## src/hw/vdp_mem_pkg.sv

```systemverilog
// VDP memory shared types
`default_nettype none

package vdp_mem_pkg;

  // sdram geometry: 4 banks x 2048 rows x 256 cols, 32 bit words
  localparam int row_bits       = 11;
  localparam int col_bits       = 8;
  localparam int bank_bits      = 2;
  localparam int word_addr_bits = bank_bits + row_bits + col_bits;  // {bank, row, col}

  // what the host asked for
  typedef enum logic {
    op_read,
    op_write
  } mem_op_e;

  // one request from the bus port to the sequencer
  typedef struct packed {
    mem_op_e                   op;
    logic [word_addr_bits-1:0] addr;   // word address
    logic [31:0]               wdata;  // lane aligned
    logic [3:0]                dqm;    // 1 = lane masked, as on the pins
  } mem_req_t;

  // {cs_n, ras_n, cas_n, we_n}
  typedef enum logic [3:0] {
    cmd_load_mode = 4'b0000,
    cmd_refresh   = 4'b0001,
    cmd_precharge = 4'b0010,
    cmd_activate  = 4'b0011,
    cmd_write     = 4'b0100,
    cmd_read      = 4'b0101,
    cmd_nop       = 4'b0111,
    cmd_deselect  = 4'b1111
  } sdram_cmd_e;

  // control pins, all flopped on the rising edge of clk
  typedef struct packed {
    logic                 cke;
    sdram_cmd_e           cmd;
    logic [bank_bits-1:0] ba;
    logic [row_bits-1:0]  addr;  // row on activate, a10 = auto precharge on rd/wr
    logic [3:0]           dqm;
  } sdram_bus_t;

endpackage

`default_nettype wire

```

## src/hw/wb_sdram_port.sv

```systemverilog
// Wishbone classic slave for the SDRAM
`default_nettype none

module wb_sdram_port (
  input  wire                                      clk,
  input  wire                                      resetn,
  input  wire                                      wb_cyc,
  input  wire                                      wb_stb,
  input  wire                                      wb_we,
  input  wire        [vdp_mem_pkg::word_addr_bits-1:0] wb_adr,
  input  wire        [3:0]                         wb_sel,
  input  wire        [31:0]                        wb_dat_w,
  input  wire                                      req_done,
  input  wire        [31:0]                        rdata,
  output logic       [31:0]                        wb_dat_r,
  output logic                                     wb_ack,
  output logic                                     wb_err,
  output logic                                     req_valid,
  output vdp_mem_pkg::mem_req_t                    req
);

  logic        sel_ok;     // select is one of the supported sizes
  logic        start;      // new bus cycle seen this clock
  logic [31:0] lane_mask;  // selected read lanes

  // only aligned byte, halfword and word selects are legal
  always_comb begin
    case (wb_sel)
      4'b0001, 4'b0010, 4'b0100, 4'b1000: sel_ok = 1'b1;
      4'b0011, 4'b1100:                   sel_ok = 1'b1;
      4'b1111:                            sel_ok = 1'b1;
      default:                            sel_ok = 1'b0;
    endcase
  end

  // ack/err still high means stb is from the finished cycle, don't restart
  assign start = wb_cyc && wb_stb && !req_valid && !wb_ack && !wb_err;

  assign lane_mask = {{8{wb_sel[3]}}, {8{wb_sel[2]}}, {8{wb_sel[1]}}, {8{wb_sel[0]}}};

  always_ff @(posedge clk or negedge resetn) begin
    if (!resetn) begin
      req_valid <= 1'b0;
      wb_ack    <= 1'b0;
      wb_err    <= 1'b0;
    end else begin
      wb_ack <= req_valid && req_done;  // one cycle after the sequencer is done
      wb_err <= start && !sel_ok;       // bad select never reaches the sdram
      if (start && sel_ok) begin
        req_valid <= 1'b1;
      end else if (req_done) begin
        req_valid <= 1'b0;
      end
    end
  end

  // request payload and read data
  always_ff @(posedge clk) begin
    if (start) begin
      req.op    <= wb_we ? vdp_mem_pkg::op_write : vdp_mem_pkg::op_read;
      req.addr  <= wb_adr;
      req.wdata <= wb_dat_w;
      req.dqm   <= ~wb_sel;  // sdram mask is active high
    end
    if (req_done) begin
      wb_dat_r <= rdata & lane_mask;  // unselected lanes read as zero
    end
  end

  // the two responses come from separate paths
  a_ack_err_excl: assert property (@(posedge clk) disable iff (!resetn)
    !(wb_ack && wb_err));

  // master holds cyc/stb until it sees ack
  a_ack_in_cycle: assert property (@(posedge clk) disable iff (!resetn)
    wb_ack |-> (wb_cyc && wb_stb));

endmodule

`default_nettype wire

```

## config.mk

```make
export PLATFORM = sky130hd
export DESIGN_NAME = wb_sdram_port
export DESIGN_NICKNAME = d
export VERILOG_FILES = /design/src/hw/vdp_mem_pkg.sv /design/src/hw/wb_sdram_port.sv
export SDC_FILE = /design/constraint.sdc
export NUM_CORES = 1
export LEC_CHECK = 0
export ABC_AREA = 1
export ABC_CLOCK_PERIOD_IN_PS = 6020
export BUFFER_PORTS_ARGS = -buffer_cell sky130_fd_sc_hd__buf_2
export CAP_MARGIN = 30
export CORE_ASPECT_RATIO = 0.5
export CORE_UTILIZATION = 35
export DETAILED_ROUTE_END_ITERATION = 8
export PLACE_DENSITY = 0.75
export SETUP_SLACK_MARGIN = 0.02
export SYNTH_ARGS = -nofsm -noshare
export SYNTH_HDL_FRONTEND = slang
export SYNTH_SLANG_ARGS = --single-unit
```

## constraint.sdc

```tcl
create_clock -name clk -period 6.02 [get_ports clk]
set_input_delay 1.204 -clock clk [delete_from_list [all_inputs] [get_ports clk]]
set_output_delay 1.204 -clock clk [all_outputs]
set_load 0.01 [all_outputs]
```

# Word-level counts from Yosys, hierarchy flattened
# Index checks and enable logic that the tools add are counted.
# classes
bitwise,2
mux,4
eq_ne,7
n_reduce_logical,13
# op_table
operator,count
$and 32x32->32,1
$eq 4x4->1 const B,3
$eq 4x2->1 const B,2
$logic_and 1x1->1,7
$reduce_or 7->1,1
$eq 4x1->1 const B,1
$eq 4x3->1 const B,1
$logic_not 1->1,4
$mux 1,4
$not 4->4,1
$reduce_bool 2->1,1
# totals
ff_bits,93
out_inout_bits,93

# Logic depth before layout (Yosys ltp)
# depth
word_depth,6
depth_mapped,7
mapped_depth_nobuf,6

# Worst setup path before layout
# OpenSTA, ideal clock, no wires.
# synth_timing
path_type,input-to-reg
start,in wb_cyc
end,reg req[0] (netlist bit) (enable)
cell_stages,2
arrival_time_ps,2817
setup_time_ps,429
path_slack_ps,2774
t_required_ps,5591
path_cell_list,nand3_1 -> nor2_2
# synth_via
elab_chain_cells,4
# synth_rtl
element,line,text
"start, declared",wb_sdram_port.sv:7,"input wire wb_cyc,"
$logic_and 1x1->1 (4 in series),wb_sdram_port.sv:37,assign start = wb_cyc && wb_stb && !req_valid && !wb_ack && !wb_err;
named net start,wb_sdram_port.sv:23,logic start;
"end, declared",wb_sdram_port.sv:19,output vdp_mem_pkg::mem_req_t req
# The timed path passes the listed nets, and every way through them passes these cells.
# A chain may end at the register's enable or synchronous reset.

# Worst setup path after layout
# layout_timing
start,in wb_cyc
end,reg req[33] (netlist bit) (enable)
# The elaborated chain is that of the path after synthesis.

==> results_tabular.tex <==
\begin{tabular}{lr}
\hline
Metric & Value \\
\hline
\multicolumn{2}{l}{\textbf{Outcome}} \\
Result of the run & finished clean \\
\multicolumn{2}{l}{\textbf{Clock network}} \\
\# resized after CTS & 0 \\
Clock buffer depth & 2 \\
Hold-fix buffer count after cts & 0 \\
Root buffer selected by CTS & clkbuf\_16 \\
Clock tree from TritonCTS & done \\
H-tree levels & 3 \\
CTS clock-pin slew for the worst setup and hold paths & 0.06 ns \\
Clock network latency to the later pin of the worst-skew pair & 0.33 ns \\
CTS Sinks & 93 \\
Inserted Clock Buffers & 9 \\
Post-CTS setup repair buffer count & 0 \\
\multicolumn{2}{l}{\textbf{Synth}} \\
Sequential area share after synthesis & 87.40\% \\
Post-Synthesis Cells & 187 \\
Ys Warns & 0 \\
Synthesized flop and latch total & 93 \\
Average size of a mapped cell & 16.99 um\^{}2 \\
Net count after synthesis & 282 \\
Number of unique standard cell types used by synthesis & 13 \\
Mapped cell area & 0.003178 mm\^{}2 \\
\multicolumn{2}{l}{\textbf{Setup path}} \\
Cell breakdown of the critical path & buf\_2 > nand3\_1 > nor2\_4 > buf\_4 \\
Max stage delay cell, worst path & buf\_4 \\
Critical path class & in2reg \\
Startpoint type of the worst setup path & input pin \\
Required time at the worst-slack endpoint & 5.99 ns \\
Endpoint type of the worst setup path & register \\
Critical Path Fanout Max & 48 \\
Largest stage delay on the critical path & 0.58 ns \\
Arrival time of data at the critical path endpoint & 2.32 ns \\
Worst R2R Path Depth & 4 \\
\multicolumn{2}{l}{\textbf{Global routing}} \\
Maximum number of pins on one net before global-route repair & 49 \\
Global Route Usage Sum & 15.17\% \\
Remaining Overflow, GRT & 0 \\
Via count of the first global-routing pass & 2063 \\
Global-route wire length before repair & 10.43 mm \\
Initial antenna violation count & 0 \\
\multicolumn{2}{l}{\textbf{Layout}} \\
Total number of nets in the final design & 477 \\
Total of fill cells in the finished design & 765 \\
Area overhead of the layout relative to synthesis & 42.52\% \\
Count of inserted antenna diode cells & 0 \\
Layout Cells excl Fill & 504 \\
Layout cell share with drive strength beyond 1 & 54.26\% \\
Final core utilization & 51.66\% \\
\multicolumn{2}{l}{\textbf{Floorplanning}} \\
Core Area & 0.008768 mm\^{}2 \\
Y dimension of the die & 69.38 um \\
Die area & 0.009488 mm\^{}2 \\
Starting Density & 36.24\% \\
Die span in x & 136.8 um \\
I/O Pins & 188 \\
Standard-cell row count & 24 \\
\multicolumn{2}{l}{\textbf{Placed design}} \\
Worst setup slack after placement & 3.302 ns \\
Hpwl dp & 5.394 mm \\
Placed Cells incl. Taps & 488 \\
Final weighted congestion in routability-driven placement & 0.7410 \\
Input/output buffers & 187 \\
\multicolumn{2}{l}{\textbf{Routing}} \\
DRC viols & 0 \\
Number of vias after detailed routing & 2078 \\
Routed vias/inst & 4.123 \\
Post-DR wirelength/cell & 13.81 um \\
First-pass detailed-route iteration total & 4 \\
Post-route ant nets & 0 \\
DRC marker count from the first detailed-route iteration & 149 \\
Detailed-route wire length & 6.958 mm \\
\multicolumn{2}{l}{\textbf{Power and ir drop}} \\
Power density over the cells & 317.8 mW/mm\^{}2 \\
Worst IR Drop VDD & 0.1279 mV \\
P\_leak & 2.172 nW \\
\multicolumn{2}{l}{\textbf{STA}} \\
\# setup viols final & 0 \\
Min cycle time layout & 2.351 ns \\
Least-Margin Pin Slew & 0.7247 ns \\
Worst Setup Slack, final & 3.669 ns \\
Worst hold slack & 0.4788 ns \\
Unrepaired setup endpoints after global routing & false \\
Sum of negative setup slack & 0 ns \\
Number of max-slew violations in the final report & 0 \\
Clock tree skew after final layout & 0.003600 ns \\
Worst-case headroom to the max-slew limit & 51.69\% \\
Top achievable clock speed & 425.4 MHz \\
Final period util & 39.05\% \\
Final hold violations & 0 \\
\multicolumn{2}{l}{\textbf{Min path}} \\
Depth of the worst hold-timing path & 2 \\
Worst min path class & reg2reg \\
\multicolumn{2}{l}{\textbf{Job}} \\
Total of max-cap violations & 0 \\
\hline
\end{tabular}
-- stage by stage --
step / total power [W] / cell area [um^2]
6_report: 0.001440 / 4529
2_1_floorplan: 0.0008318 / 3178
4_1_cts: 0.001456 / 4529
5_1_grt: 0.001492 / 4529
3_5_place_dp: 0.0009113 / 4238
3_3_place_gp: 0.0009058 / 4238
-- flip-flops by register name, summed over array words and instances, names as in the netlist --
| signal | count |
|---|---|
| wb_dat_r | 32 |
| req | 58 |
| req_valid | 1 |
| wb_ack | 1 |
| wb_err | 1 |
-- synth_stat cells (all sizes together) --
| cell | number | area share, % |
|---|---|---|
| nor2 | 4 | 0.79 |
| or2 | 1 | 0.20 |
| inv | 40 | 4.7 |
| buf | 4 | 1.1 |
| dfrtp | 3 | 2.4 |
| a21boi | 1 | 0.35 |
| clkinv | 2 | 0.24 |
| nand3 | 2 | 0.31 |
| nand2 | 40 | 4.9 |
| edfxtp | 90 | 85 |
-- layout make-up --
cell class / instances / area [um^2] / share of cell area [%]
clock buffers: 9 / 225.2 / 4.972
clock inverters: 7 / 66.31 / 1.464
inverters: 42 / 157.7 / 3.481
multi-input cells: 48 / 212.7 / 4.696
flip-flops and latches: 93 / 2778 / 61.33
well taps: 117 / 146.4 / 3.232
repair buffers: 188 / 943.4 / 20.83
-- critical path, delay by kind of cell --
family / cells / cell delay, ns
simple gates: 2 / 0.44
buf+inv: 2 / 0.66
-- report_power, final --
group / internal, W / switching [W] / total [W]
Sequential: 0.000758 / 0.00000946 / 0.000768
Combinational: 0.0000530 / 0.0000741 / 0.000127
Clock: 0.000319 / 0.000226 / 0.000545
-- path summary, 6_finish.rpt --
kind	end	from	slack [ns]
max reg2reg	req[33]	req_valid	4.17
max in group asynchronous	wb_ack	resetn	5.26
min	wb_ack	req_valid	0.48
min reg2reg	wb_ack	req_valid	0.48
min in group asynchronous	req_valid	resetn	0.66
max	req[33]	wb_cyc	3.67
-- kinds of logic after synthesis --
group / share of synthesized area, %
DFF: 87.40
and+or+nand+nor: 6.181
buffers and inverters: 6.063
AOI/OAI and AO/OA: 0.3543
-- placed cells by master, fill, tap and decap left out, types with 2 or more instances in the layout --
| cell | synthesis | layout |
|---|---|---|
| clkbuf_16 | 0 | 9 |
| clkinv_1 | 2 | 4 |
| buf_2 | 1 | 187 |
| dfrtp_1 | 3 | 3 |
| nand2_1 | 38 | 38 |
| clkinvlp_4 | 0 | 2 |
| nand2_2 | 2 | 2 |
| inv_1 | 40 | 40 |
| nor2_2 | 4 | 3 |
| edfxtp_1 | 90 | 90 |
| nand3_1 | 2 | 2 |
-- metal layers --
| metal | global-route usage, % | wire length [um] | up-vias |
|---|---|---|---|
| met1 | 15.78 | 2501 | 1008 |
| met3 | 4.751 | 306 | 11 |
| met4 | 5.802 | 96 | 0 |
| met2 | 28.31 | 4054 | 54 |
| li1 | - | - | 1005 |
| met5 | 0 | 0 | - |
No activity file was read; power rests on OpenSTA's default activity.
